## config.mk

```make
export PLATFORM = sky130hd
export DESIGN_NAME = command_tag_table
export DESIGN_NICKNAME = d
export VERILOG_FILES = /design/src/logic/capi_rx_pkg.sv /design/src/logic/command_tag_table.sv
export SDC_FILE = /design/constraint.sdc
export NUM_CORES = 1
export LEC_CHECK = 0
export ABC_CLOCK_PERIOD_IN_PS = 3600
export BUFFER_PORTS_ARGS = -buffer_cell sky130_fd_sc_hd__buf_2
export CELL_PAD_IN_SITES_DETAIL_PLACEMENT = 0
export CELL_PAD_IN_SITES_GLOBAL_PLACEMENT = 1
export CORE_ASPECT_RATIO = 0.9
export CORE_MARGIN = 10
export CORE_UTILIZATION = 61
export CTS_BUF_LIST = sky130_fd_sc_hd__clkbuf_8
export DETAILED_ROUTE_END_ITERATION = 7
export GPL_ROUTABILITY_DRIVEN = 0
export GPL_TIMING_DRIVEN = 0
export PLACE_DENSITY_LB_ADDON = 0.2
export SLEW_MARGIN = 20
export SYNTH_ARGS = -nofsm -noshare
export SYNTH_HDL_FRONTEND = slang
export SYNTH_SLANG_ARGS = --single-unit
```

## constraint.sdc

```tcl
create_clock -name clock -period 3.6 [get_ports clock]
set_input_delay 0.18 -clock clock [delete_from_list [all_inputs] [get_ports clock]]
set_output_delay 0.18 -clock clock [all_outputs]
set_load 0.02 [all_outputs]
```

## src/logic/capi_rx_pkg.sv

```systemverilog
`default_nettype none

package capi_rx_pkg;

  ////////////////////////////////////////////////////////////////////////////
  // Sizes of one half-line
  ////////////////////////////////////////////////////////////////////////////

  localparam int DW_COUNT  = 8;                  // Doublewords per half-line
  localparam int DW_BITS   = 64;
  localparam int HALF_BITS = DW_COUNT * DW_BITS;

  // Kind of command issued under a tag
  typedef enum logic [1:0] {
    CMD_NONE  = 2'd0,
    CMD_READ  = 2'd1,
    CMD_WED   = 2'd2,
    CMD_WRITE = 2'd3
  } cmd_type_t;

  typedef struct packed {
    logic       valid;
    logic [7:0] tag;
    cmd_type_t  cmd_type;
  } command_tag_t;

  // One buffer write from the host
  typedef struct packed {
    logic                 write_valid;
    logic [7:0]           write_tag;
    logic                 write_tag_parity;  // Odd
    logic [5:0]           write_address;
    logic [HALF_BITS-1:0] write_data;
    logic [DW_COUNT-1:0]  write_parity;      // Odd, one per doubleword
  } buffer_write_t;

  // Work element descriptor layout, first field in the top bits
  typedef struct packed {
    logic [63:0]  work_pointer;
    logic [31:0]  work_size;
    logic [31:0]  flags;
    logic [383:0] reserved;
  } wed_fields_t;

  typedef union packed {
    logic [DW_COUNT-1:0][DW_BITS-1:0] dw;
    wed_fields_t                      wed;
  } half_line_t;

  typedef struct packed {
    logic         valid;
    logic         read_data;
    logic         wed_data;
    command_tag_t cmd;
    half_line_t   data;
  } steer_out_t;

  typedef struct packed {
    logic                   valid;
    logic [7:0]             tag;
    logic [2*HALF_BITS-1:0] data;  // Upper half in the top 512 bits
  } full_line_t;

endpackage

`default_nettype wire

```

## src/logic/command_tag_table.sv

```systemverilog
`timescale 1ns/1ns
`default_nettype none

module command_tag_table #(
  parameter int TAG_COUNT = 256
) (
  input  logic                      clock,
  input  logic                      rstn,
  input  capi_rx_pkg::command_tag_t cmd_issue,
  input  logic [7:0]                lookup_tag,
  output capi_rx_pkg::command_tag_t tag_line
);
  import capi_rx_pkg::*;

  localparam int IDX_BITS = $clog2(TAG_COUNT);

  cmd_type_t            type_mem [TAG_COUNT];
  logic [TAG_COUNT-1:0] entry_valid;
  logic [IDX_BITS-1:0]  issue_idx;
  logic [IDX_BITS-1:0]  lookup_idx;
  logic                 issue_hit;
  logic                 lookup_hit;

  assign issue_idx  = cmd_issue.tag[IDX_BITS-1:0];
  assign lookup_idx = lookup_tag[IDX_BITS-1:0];
  assign issue_hit  = cmd_issue.valid && (int'(cmd_issue.tag) < TAG_COUNT);
  assign lookup_hit = int'(lookup_tag) < TAG_COUNT;  // Tags past the table miss

  always_ff @(posedge clock) begin
    if (issue_hit) begin
      type_mem[issue_idx] <= cmd_issue.cmd_type;
    end
  end

  // Only the valid bits need clearing
  always_ff @(posedge clock or negedge rstn) begin
    if (!rstn) begin
      entry_valid <= '0;
    end else if (issue_hit) begin
      entry_valid[issue_idx] <= 1'b1;
    end
  end

  // Registered lookup, lines up with the latched write
  always_ff @(posedge clock or negedge rstn) begin
    if (!rstn) begin
      tag_line <= '0;
    end else begin
      tag_line.tag <= lookup_tag;
      if (lookup_hit && entry_valid[lookup_idx]) begin
        tag_line.valid    <= 1'b1;
        tag_line.cmd_type <= type_mem[lookup_idx];
      end else begin
        tag_line.valid    <= 1'b0;
        tag_line.cmd_type <= CMD_NONE;  // Never issued
      end
    end
  end

endmodule

`default_nettype wire

```

Word level (Yosys, flattened, before mapping)
Memory sizes are Yosys's and may differ from the RTL's.
Cells that the tools add are included.
{"block": "classes", "muxes": 8, "bitwise_logic": 1, "order_cmp": 3, "reduce_logical": 1}
{"cell": "OR 256 bit", "count": 1}
{"cell": "less-than comparator 8 x 9 -> 1 bit (second input constant)", "count": 2}
{"cell": "binary-select mux 1 bit (select 8 bit)", "count": 1}
{"cell": "demux 1 bit (select 8 bit)", "count": 1}
{"cell": ">= comparator 8 x 1 -> 1 bit (second input constant)", "count": 1}
{"cell": "two-way mux 1 bit", "count": 5}
{"cell": "two-way mux 2 bit", "count": 1}
{"cell": "logical AND 1 bit", "count": 1}
{"block": "word_totals", "input_bits": 21, "mem_bits_rw": 512, "regBits": 267, "out_inout_bits": 11, "word_cells": 18, "mem_count": 1}
{"memory": "type_mem", "depth": 256, "word_bits": 2, "rd": 1, "rd_clocked_by_memory_dff": 0, "wr": 1, "line_no": "command_tag_table.sv:17", "text": "cmd_type_t type_mem [TAG_COUNT];"}

Depth between registers and ports, before layout
{"block": "logic_depth", "word_depth": 5, "ltp_mapped": 13, "depth_no_buf": 7}

Worst setup path after synthesis
OpenSTA, ideal clock, no wires.
{"block": "synth_path", "path_type": "input-to-reg", "start": "input lookup_tag[0]", "end": "register tag_line[0] in the netlist's numbering", "path_stages": 9, "slack_ns": 1.413, "path_buffers": 2, "arrival_time_ns": 2.069, "setup_time_ns": 0.119, "required_time_ns": 3.481, "cell_sequence": "buf_6 -> buf_6 -> mux4_2 -> mux4_2 -> nand2_1 -> nand2_1 -> a211o_1 -> o2bb2ai_2 -> o21a_1"}
{"block": "synth_via", "elab_chain_cells": 3, "elab_cells_between_ends": 4, "classes_between": "mux (3); memory (1)"}
{"item": "start, declared", "line_no": "command_tag_table.sv:10", "text": "input logic [7:0] lookup_tag,"}
{"item": "binary-select mux 1 bit (select 8 bit)", "line_no": "command_tag_table.sv:50", "text": "if (lookup_hit && entry_valid[lookup_idx]) begin"}
{"item": "two-way mux 1 bit (not written as such)", "line_no": "command_tag_table.sv:50"}
{"item": "two-way mux 2 bit (*)", "line_no": "command_tag_table.sv:50"}
{"item": "end, declared", "line_no": "command_tag_table.sv:11", "text": "output capi_rx_pkg::command_tag_t tag_line"}
Mark *: on every way between the ends. The rest lies on a longest branch, timed or not. The select of a mux whose other input is x is not followed.
A chain may end at the register's enable or synchronous reset.

Final worst setup path
{"block": "layout_path", "start": "input lookup_tag[3]", "end": "register tag_line[0] in the netlist's numbering"}
The elaborated chain is that of the path after synthesis.

==> metrics.yaml <==
floorplanning:
  fp.coreArea_um2: 51500
  die_y_um: 236
  die_w_um: 260
  rows: 79
  start_util: 0.614
  ios: 32
  dieArea_um2: 61400
route:
  drc_errors: 0
  dr_total_vias: 19100
  finalWirelength_um: 89000
  first_pass_iters: 7
  vias_per_cell: 6.52
  drtIter0Drc: 2856
  ant_nets: 0
  wl_per_cell_um: 30.3
timing:
  worstMarginPinSlew_ns: 1.29
  post-route-period-util: 1.03
  rsz0062_at_grt: "no"
  slew_viol_final: 0
  setup_violations: 2
  final_hold_viol_count: 0
  hold_slack_ns: 0.107
  post-route-worst-setup-slack_ns: -0.120
  max-slew-margin-rel: 0.130
  fmax_mhz: 269
  fin_crit_ns: 3.72
  fin_skew_ns: 0.0499
critical_path:
  cp_slowest_stage_delay_ns: 1.10
  reg2reg_from: "entry_valid[47]$_DFFE_PN0P_"
  startpoint_type: "input pin"
  worstSetupPathType: "input pin to register"
  cpMaxStageDelayCell: "nor4bb_1"
  crit_path_end_kind: "register"
  r2r_slack_ns: 0.88
  r2r-end: "tag_line[0]$_DFF_PN0_"
  cp_data_arrival_time_ns: 4.30
  r2r_cells: 7
  cp_max_fo: 10
  cp.required_ns: 4.18
  path_cells: "dlygate4sd3_1, buf_2, clkbuf_1, nor4bb_1, o221ai_1, o21ai_0, a22oi_1, nand3_1, nor3_1, o21a_1"
clocking:
  cts_buffers: 116
  clock_latency_ns: 0.76
  htree_levels: 3
  path_clk_slew_ns: 0.06
  cts_tree: "built"
  clk_path_buf_depth: 3
  cts-root-buf: "clkbuf_8"
  cts_sinks: 779
  hold_buffers: 13
  cts-resized-gates: 0
  postCtsSetupRepairBufs: 0
synthesis:
  synth_area_leaders: "edfxtp_1, dfrtp_1, mux4_2"
  netlist_instances: 1975
  ys_seq_area_frac: 0.697
  ys.flop_type: "edfxtp_1"
  syn_area_um2: 31600
  synth_edf_count: 512
  syn_area_per_cell_um2: 16.0
  yosysMostFrequentCell: "edfxtp_1"
  syn_nets: 1996
  synth_top_area_frac: 0.486
  yosysUniqueCellTypes: 47
  ys_top_cells_by_count: "edfxtp_1, dfrtp_1, nor2_1"
  synthArstFlopShare: 0.343
  yosys.area.top_type: "edfxtp_1"
  ys_warn_count: 0
  synth-seq-cells: 779
power_and_ir_drop:
  p_per_area_nw_per_um2: 532
  power_mw: 18.9
  max-vdd-ir-drop_mv: 0.391
  leakage_nw: 14.1
placement:
  portBuffers: 31
  dp_hpwl_um: 58800
  place_ws_ns: -0.477
grt:
  overflow: 0
  globalRouteTotalUtil: 0.290
  antenna_found_initial: 1
  grt_max_degree: 145
  grt_pass1_vias: 19000
  grt_pass1_wl_um: 128000
min_path:
  holdPathStages: 2
  hold_start: "lookup_tag[2]"
  hold_end: "tag_line[4]$_DFF_PN0_"
  hold_class: "input pin to register"
layout:
  fin_nets: 2164
  seqCellArea_um2: 22100
  multi_input_area_um2: 8880
  drive_gt1_frac: 0.289
  areaGrowthSynthToFinish_pct: 12.1
  n_fill_cell: 3441
job:
  drv_cap: 0
status:
  violations: "negative setup slack"
  status: "finished, violations left"
critical path: cells and delay by family:
kind,cells,cell delay [ns]
AOI/OAI and AO/OA,4,1.17
and+or+nand+nor,3,1.30
buffers and inverters,3,1.64
per-stage QoR:
stage | cells | util | setup TNS, ns | area (um^2)
floorplan | 1975 | - | 0 | 31600
global placement | 2694 | 0.634 | -906.24 | 32700
detailed placement | 2700 | 0.638 | -1.26 | 32800
CTS | 2933 | 0.688 | 0 | 35500
global route | 2933 | 0.689 | 0 | 35500
finish | 2934 | 0.689 | -0.229 | 35500
state kept, by name (all words and copies together) (netlist names):
| signal | flops |
|---|---|
| entry_valid | 256 |
| type_mem | 512 |
| tag_line | 11 |
layout make-up:
type | count | area share
flip-flops and latches | 779 | 0.622
inverters | 2 | 0.000212
well taps | 688 | 0.0243
multi-input cells | 1084 | 0.250
repair buffers | 50 | 0.0134
clock buffers | 139 | 0.0539
plain buffers | 110 | 0.0203
clock inverters | 81 | 0.0155
diodes | 1 | 0.0000706
worst max-delay path by stage:
stage	startpoint	to	slack, ns	cells after the start
after floorplan	lookup_tag[0]	tag_line[0]$_DFF_PN0_	1.41	9
after global routing	lookup_tag[3]	tag_line[0]$_DFF_PN0_	0.03	9
after CTS	lookup_tag[3]	tag_line[0]$_DFF_PN0_	0.14	10
after detailed placement	lookup_tag[4]	tag_line[0]$_DFF_PN0_	-0.48	11
final	lookup_tag[3]	tag_line[0]$_DFF_PN0_	-0.12	10
after global placement	rstn	entry_valid[48]$_DFFE_PN0P_	-2.71	1
logic make-up (layout without fill, tap and decap cells):
family / after synthesis / after routing / synth area share
buf+inv: 112 / 382 / 0.0224
simple gates: 632 / 632 / 0.0998
mux: 281 / 281 / 0.143
other cells: 0 / 1 / 0
compound gates: 171 / 171 / 0.0382
flops: 779 / 779 / 0.697
per-layer routing:
metal	wire, um	global-route usage	vias up
met4	3290	0.100	0
li1	-	-	7813
met3	11400	0.0944	193
met2	39000	0.418	1240
met5	0	0	-
met1	35300	0.413	9895
power breakdown:
| part | leakage (nW) | total, mW | switching, mW | internal, mW |
|---|---|---|---|---|
| combinational | 4.51 | 1.42 | 0.848 | 0.571 |
| clock | 1.38 | 7.52 | 3.50 | 4.02 |
| sequential | 8.21 | 9.94 | 0.123 | 9.81 |
| total | 14.1 | 18.9 | 4.47 | 14.4 |
cells in the final DEF (no fill, tap or decap), types with 8 or more instances in the layout:
cell           instances
a211oi_1               8
a21oi_1               25
buf_2                 37
buf_6                 19
buf_8                 11
clkbuf_1              52
clkbuf_2              14
clkbuf_8             139
clkinv_1              12
clkinv_2              22
dfrtp_1              267
dlygate4sd3_1         12
edfxtp_1             512
inv_1                 34
mux2i_1              148
mux4_1                12
mux4_2               120
nand2_1               45
nand3_1               17
nor2_1               264
nor2b_1               10
nor3_1                10
o21ai_0               26
o221ai_1              63
o22ai_1               30
or2_2                257
(Power assumes the default switching activity.)
