<file path="src/logic/capi_rx_pkg.sv">
`default_nettype none

package capi_rx_pkg;

  ////////////////////////////////////////////////////////////////////////////
  // Sizes of one half-line
  ////////////////////////////////////////////////////////////////////////////

  localparam int DW_COUNT  = 8;                  // Doublewords per half-line
  localparam int DW_BITS   = 64;
  localparam int HALF_BITS = DW_COUNT * DW_BITS;

  // Kind of command issued under a tag
  typedef enum logic [1:0] {
    CMD_NONE  = 2'd0,
    CMD_READ  = 2'd1,
    CMD_WED   = 2'd2,
    CMD_WRITE = 2'd3
  } cmd_type_t;

  typedef struct packed {
    logic       valid;
    logic [7:0] tag;
    cmd_type_t  cmd_type;
  } command_tag_t;

  // One buffer write from the host
  typedef struct packed {
    logic                 write_valid;
    logic [7:0]           write_tag;
    logic                 write_tag_parity;  // Odd
    logic [5:0]           write_address;
    logic [HALF_BITS-1:0] write_data;
    logic [DW_COUNT-1:0]  write_parity;      // Odd, one per doubleword
  } buffer_write_t;

  // Work element descriptor layout, first field in the top bits
  typedef struct packed {
    logic [63:0]  work_pointer;
    logic [31:0]  work_size;
    logic [31:0]  flags;
    logic [383:0] reserved;
  } wed_fields_t;

  typedef union packed {
    logic [DW_COUNT-1:0][DW_BITS-1:0] dw;
    wed_fields_t                      wed;
  } half_line_t;

  typedef struct packed {
    logic         valid;
    logic         read_data;
    logic         wed_data;
    command_tag_t cmd;
    half_line_t   data;
  } steer_out_t;

  typedef struct packed {
    logic                   valid;
    logic [7:0]             tag;
    logic [2*HALF_BITS-1:0] data;  // Upper half in the top 512 bits
  } full_line_t;

endpackage

`default_nettype wire

</file>
<file path="src/logic/parity_tree.sv">
`timescale 1ns/1ns
`default_nettype none

// Odd parity per word, so that each word plus its bit holds an odd count of ones
module parity_tree #(
  parameter int WORDS     = 8,
  parameter int WORD_BITS = 64
) (
  input  logic [WORDS*WORD_BITS-1:0] data,
  output logic [WORDS-1:0]           par
);

  always_comb begin
    for (int i = 0; i < WORDS; i++) begin
      par[i] = ~(^data[i*WORD_BITS +: WORD_BITS]);
    end
  end

endmodule

`default_nettype wire

</file>
<file path="src/logic/read_data_control.sv">
`timescale 1ns/1ns
`default_nettype none

module read_data_control (
  input  logic                       clock,
  input  logic                       rstn,
  input  logic                       enabled,
  input  capi_rx_pkg::buffer_write_t buffer_in,
  input  capi_rx_pkg::command_tag_t  tag_line,
  output logic [1:0]                 data_read_error,
  output capi_rx_pkg::steer_out_t    steer_lo,
  output capi_rx_pkg::steer_out_t    steer_hi
);
  import capi_rx_pkg::*;

  buffer_write_t       write_q;        // Latched write with its parity bits
  logic                write_valid_q;
  logic                steer_go;
  logic                to_hi;
  steer_out_t          steer_next;
  logic                tag_par_calc;
  logic [DW_COUNT-1:0] data_par_calc;
  logic                tag_err_q;
  logic                data_err_q;

  ////////////////////////////////////////////////////////////////////////////
  // Input latch
  ////////////////////////////////////////////////////////////////////////////

  always_ff @(posedge clock or negedge rstn) begin
    if (!rstn) begin
      write_valid_q <= 1'b0;
    end else begin
      write_valid_q <= enabled && buffer_in.write_valid;  // Drops out when disabled
    end
  end

  always_ff @(posedge clock) begin
    if (enabled && buffer_in.write_valid) begin
      write_q <= buffer_in;
    end
  end

  ////////////////////////////////////////////////////////////////////////////
  // Steering by address and classification by command type
  ////////////////////////////////////////////////////////////////////////////

  assign steer_go = enabled && write_valid_q;
  assign to_hi    = |write_q.write_address;  // Address zero is the lower half

  always_comb begin
    steer_next         = '0;
    steer_next.valid   = 1'b1;
    steer_next.cmd     = tag_line;
    steer_next.data.dw = write_q.write_data;
    case (tag_line.cmd_type)
      CMD_READ: steer_next.read_data = 1'b1;
      CMD_WED:  steer_next.wed_data  = 1'b1;
      default:  ;                                 // Neither, dropped downstream
    endcase
  end

  always_ff @(posedge clock or negedge rstn) begin
    if (!rstn) begin
      steer_lo <= '0;
      steer_hi <= '0;
    end else begin
      steer_lo <= (steer_go && !to_hi) ? steer_next : '0;
      steer_hi <= (steer_go && to_hi) ? steer_next : '0;
    end
  end

  ////////////////////////////////////////////////////////////////////////////
  // Parity check
  ////////////////////////////////////////////////////////////////////////////

  parity_tree #(
    .WORDS    (1),
    .WORD_BITS(8)
  ) tag_parity_i (
    .data(write_q.write_tag),
    .par (tag_par_calc)
  );

  parity_tree #(
    .WORDS    (DW_COUNT),
    .WORD_BITS(DW_BITS)
  ) data_parity_i (
    .data(write_q.write_data),
    .par (data_par_calc)
  );

  // Two stages so the error follows the steered half by one cycle
  always_ff @(posedge clock or negedge rstn) begin
    if (!rstn) begin
      tag_err_q       <= 1'b0;
      data_err_q      <= 1'b0;
      data_read_error <= 2'b00;
    end else begin
      tag_err_q       <= steer_go && (tag_par_calc != write_q.write_tag_parity);
      data_err_q      <= steer_go && (|(data_par_calc ^ write_q.write_parity));
      data_read_error <= {data_err_q, tag_err_q};  // Bit 1 data, bit 0 tag
    end
  end

endmodule

`default_nettype wire

</file>
<file path="config.mk">
export PLATFORM = sky130hd
export DESIGN_NAME = read_data_control
export DESIGN_NICKNAME = d
export VERILOG_FILES = /design/src/logic/capi_rx_pkg.sv /design/src/logic/parity_tree.sv /design/src/logic/read_data_control.sv
export SDC_FILE = /design/constraint.sdc
export NUM_CORES = 2
export LEC_CHECK = 0
export ABC_AREA = 1
export BUFFER_PORTS_ARGS = -buffer_cell sky130_fd_sc_hd__buf_4
export CORE_AREA = 4 4 621 623
export CTS_CLUSTER_DIAMETER = 150
export DETAILED_ROUTE_END_ITERATION = 12
export DIE_AREA = 0 0 625 627
export RECOVER_POWER = 50
export SYNTH_ARGS = -nofsm -noshare
export SYNTH_HDL_FRONTEND = slang
export SYNTH_HIERARCHICAL = 1
export SYNTH_SLANG_ARGS = --single-unit
export TNS_END_PERCENT = 5
</file>
<file path="constraint.sdc">
create_clock -name clock -period 5.6 [get_ports clock]
set_input_delay 1.12 -clock clock [delete_from_list [all_inputs] [get_ports clock]]
set_output_delay 1.12 -clock clock [all_outputs]
set_load 0.1 [all_outputs]
</file>
## After elaboration in Yosys (flattened, before gate mapping)

Index checks and enable logic that the tools add are counted.

- Equal/unequal tests: 3
- Multiplexer cells: 4
- Bitwise gates (word level): 10
- Reductions and logical operators: 18

Operator list:

| kind | count |
|---|---|
| $mux 526 | 2 |
| $reduce_xor 64->1 | 8 |
| $not 1->1 | 9 |
| $reduce_or 8->1 | 1 |
| $reduce_xor 8->1 | 1 |
| $xor 8x8->8 | 1 |
| $logic_and 1x1->1 | 6 |
| $reduce_or 6->1 | 1 |
| $eq 2x1->1 const B | 1 |
| $eq 2x2->1 const B | 1 |
| $mux 1 | 2 |
| $logic_not 1->1 | 1 |
| $ne 1x1->1 | 1 |

- Bits in registers: 1592
- Input bits: 550
- Output and inout bits: 1054
- Logic and storage cells: 58

## Logic depth before layout (Yosys ltp)

- Depth in word-level cells: 5
- Gate-level depth with buffers: 22
- Mapped depth without buffers: 22

## Hierarchy

Netlist, hierarchy kept.

Modules (own cells, without submodules):

| module | times used | cells an instance | area each (um2) | sequential area each (um2) |
|---|---|---|---|---|
| read_data_control | 1 | 3341 | 51067.7 | 42515.8 |
| parity_tree at data_parity_i | 1 | 3088 | 12639.6 | 0.0 |
| parity_tree at tag_parity_i | 1 | 37 | 145.1 | 0.0 |

## Worst setup path before layout

OpenSTA, ideal clock, no wires.

- Path kind: input to register
- From: in enabled
- To: reg write_valid_q
- Setup time: 1.240 ns
- Arrival time: 11.394 ns
- Data required time: 4.360 ns
- Setup slack: -7.034 ns
- Stages on the path: 2
- Buffers on the path: 0
- Path through: nand2_1 inv_1

- Word-level cells in the longest chain between the ends: 1

RTL lines:

| item | RTL line | RTL |
|---|---|---|
| start, declared | read_data_control.sv:7 | `input logic enabled,` |
| $logic_and 1x1->1 | read_data_control.sv:34 | `write_valid_q <= enabled && buffer_in.write_valid;` |
| end signal, assigned | read_data_control.sv:34 |  |
| end, declared | read_data_control.sv:17 | `logic write_valid_q;` |

No other way between the ends.
A chain may end at the register's enable or synchronous reset.

## Worst setup path in the final report

- From: in enabled
- To: reg write_q (netlist bit steer_next[446]) (enable)

- Word-level cells in the longest chain between the ends: 1

RTL lines:

| item | RTL line | RTL |
|---|---|---|
| $logic_and 1x1->1 | read_data_control.sv:39 | `if (enabled && buffer_in.write_valid) begin` |
| end signal, assigned | read_data_control.sv:40 | `write_q <= buffer_in;` |
| end, declared | read_data_control.sv:16 | `buffer_write_t write_q;` |

No other way between the ends.

==> impl_metrics.tcl <==
set metrics [dict create \
    syn_to_final_growth_pct 37.8 \
    ys_seq_area_frac 0.666 \
    async_flop_share 0.664 \
    cts_tree "yes" \
    fin_total_pwr_uw 29600 \
    status "complete, but fails checks" \
    slew_headroom -1.31 \
    violations "capacitance limit, slew limit" \
    startpoint "enabled" \
    syn_area_per_cell_um2 9.88 \
    place_congestion 0.946 \
    grt_usage 0.162 \
    path_clk_slew_ps 60 \
    cts_sinks 1592 \
    cts_buffers 191 \
    min_path_type "input pin to asynchronous set/reset pin" \
    switching_share 0.291 \
    syn-num-nets 7016 \
    routed_wirelength_um 330000 \
    cts_root_buffer "clkbuf_16" \
    switchingPower_uw 8610 \
    finalSetupViolCount 0 \
    dpl_worst_slack_ps 1900 \
    synth.top_cell.area_share 0.414 \
    post_cts_resized 0 \
    critPathMaxFanout 62 \
    ys_warn_count 6 \
    finalHoldViolCount 0 \
    cp-end-kind "register" \
    synthFlopType "dfrtp_1" \
    cts_hold_buf 0 \
    powerDensity_nw_per_um2 337 \
    firstDrtPassIters 5 \
    drt-wirelength-per-cell_um 24.5 \
    slew_violations 913 \
    worst_slack_ps 1220 \
    post_cts_buffers 0 \
    dp_hpwl_um 275000 \
    required_ps 6090 \
    power.internal_uw 21000 \
    reg2reg_from "write_q[520]" \
    die_w_um 625 \
    layout-drive-gt1-share 0.296 \
    die_h_um 627 \
    irDropWorstVdd_v 0.000278 \
    min_period_over_period 0.782 \
    r2r_cells 5 \
    final_antenna_net_count 0 \
    num_vias 48500 \
    start_util 0.168 \
    max_freq_mhz 228 \
    io_pins 1604 \
    cts_buffer_depth 4 \
    cts-htree-levels 4 \
    synth_common_cells "nand2_1, dfrtp_1, inv_1, nor2_1, edfxtp_1" \
    rsz0062_at_grt "no" \
    pwr-share-seq 0.433 \
    synth_seq_cells 1592 \
    drt_iter0_markers 2804 \
    vias_per_cell 3.60 \
    dp_cells 13100 \
    rrSetupSlack_ps 1580 \
    antenna_found_initial 74 \
    start_kind "input pin" \
    dieArea_um2 392000 \
    worstMarginPinSlew_ps 3460 \
    synth.area.top_cells "dfrtp_1, edfxtp_1, nand2_1" \
    netlist_area_um2 63900 \
    io_buffers 1603 \
    holdWs_ps 256 \
    p_leak_uw 0.0465 \
    skew_ps 70.8 \
    clk_latency_ps 860 \
    max-cap-violations 19 \
    critPathCapture "steer_next[446]" \
    r2r_end "steer_hi[479]" \
    drcViolationCount 0 \
    grt_start_max_net_pins 138 \
    finalSetupTns_ps 0 \
    p_clk_frac 0.438 \
    crit_type "input pin to register" \
    yosys.area.top_type "dfrtp_1" \
    stdcell_count 13500 \
    grt_pass1_wl_um 427000 \
    synth-edff-count 535 \
    grt_overflow 0 \
    synth.most_common_cell "nand2_1" \
    nets 8770 \
    synthDistinctLibCells 20 \
    grt_pass1_vias 47800 \
    min_period_ps 4380 \
    synthCells 6466 \
    arrival_ps 4870 \
    combPwrFrac 0.129 \
    fill_cells 41000 \
    num_rows 227 \
    core_um2 381000 \
]
==> how the worst min path moves through the flow <==
| stage | startpoint | to | slack [ps] | cells after the start |
|---|---|---|---|---|
| after global routing | rstn | steer_lo[232] | 240 | 1 |
| after global placement | tag_err_q | data_read_error[0] | 330 | 0 |
| after CTS | rstn | steer_hi[232] | 170 | 1 |
| final | rstn | steer_hi[232] | 260 | 1 |
| after detailed placement | tag_err_q | data_read_error[0] | 350 | 0 |
| after floorplan | tag_err_q | data_read_error[0] | 330 | 0 |
==> state kept, by name (all words and copies together) (netlist names) <==
| name | count |
|---|---|
| data_err_q | 1 |
| data_read_error | 2 |
| steer_hi | 526 |
| steer_lo | 526 |
| steer_next | 512 |
| tag_err_q | 1 |
| write_q | 23 |
| write_valid_q | 1 |
==> final cells by class <==
cell class                 count  area, um2  share of cell area
tap                         5038       6300              0.0717
sequential                  1592      42500               0.483
timing repair buffer        1676      12400               0.141
antenna                       32       80.1            0.000910
multi-input combinational   3729      16300               0.185
clock buffer                 262       5340              0.0607
inverter                    1030       3880              0.0441
clock inverter                94       1160              0.0131
==> per-layer routing <==
| metal | GRT usage | vias up | routed length, um |
|---|---|---|---|
| met5 | 0 | - | 96 |
| met4 | 0.0665 | 14 | 15800 |
| met3 | 0.0734 | 488 | 35500 |
| met2 | 0.280 | 1779 | 161000 |
| met1 | 0.169 | 23500 | 117000 |
| li1 | - | 22700 | - |
==> layout by cell type (no fill, tap or decap), types with 24 or more instances in the layout <==
cell	n
xnor2_2	24
nand2_1	2377
clkbuf_4	483
edfxtp_1	535
diode_2	32
clkbuf_1	131
xor2_1	40
buf_4	1086
inv_2	104
xnor2_1	66
clkbuf_16	194
dfrtp_1	1057
nor2_2	366
inv_1	923
clkinv_2	24
nand3_1	58
nor2_4	43
nand2_2	47
nor2_1	706
==> power by group through the flow <==
stage,clock [uW],sequential (uW),combinational [uW]
floorplan,0,13800,1620
global placement,0,13000,3920
detailed placement,0,13000,3950
CTS,13400,12800,3970
global route,13800,12900,4240
finish,13000,12800,3830
==> stage by stage <==
stage	cell area [um2]	util
detailed placement	82100	0.216
floorplan	63900	-
global placement	82100	0.216
CTS	88600	0.233
global route	87900	0.231
finish	88000	0.231
==> cell families (layout without fill, tap and decap cells) <==
| group | Yosys count | in the layout | synth area share |
|---|---|---|---|
| XOR/XNOR | 130 | 130 | 0.0207 |
| flip-flops | 1592 | 1592 | 0.666 |
| buffers and inverters | 1145 | 3062 | 0.0759 |
| other | 0 | 32 | 0 |
| AND/OR/NAND/NOR | 3599 | 3599 | 0.238 |
==> critical path, stage by stage <==
cell	delay [ps]
clkbuf_1	170
nand2_8	110
clkinvlp_2	1460
clkbuf_2	1250
buf_12	540
No activity file was read; power rests on OpenSTA's default activity.
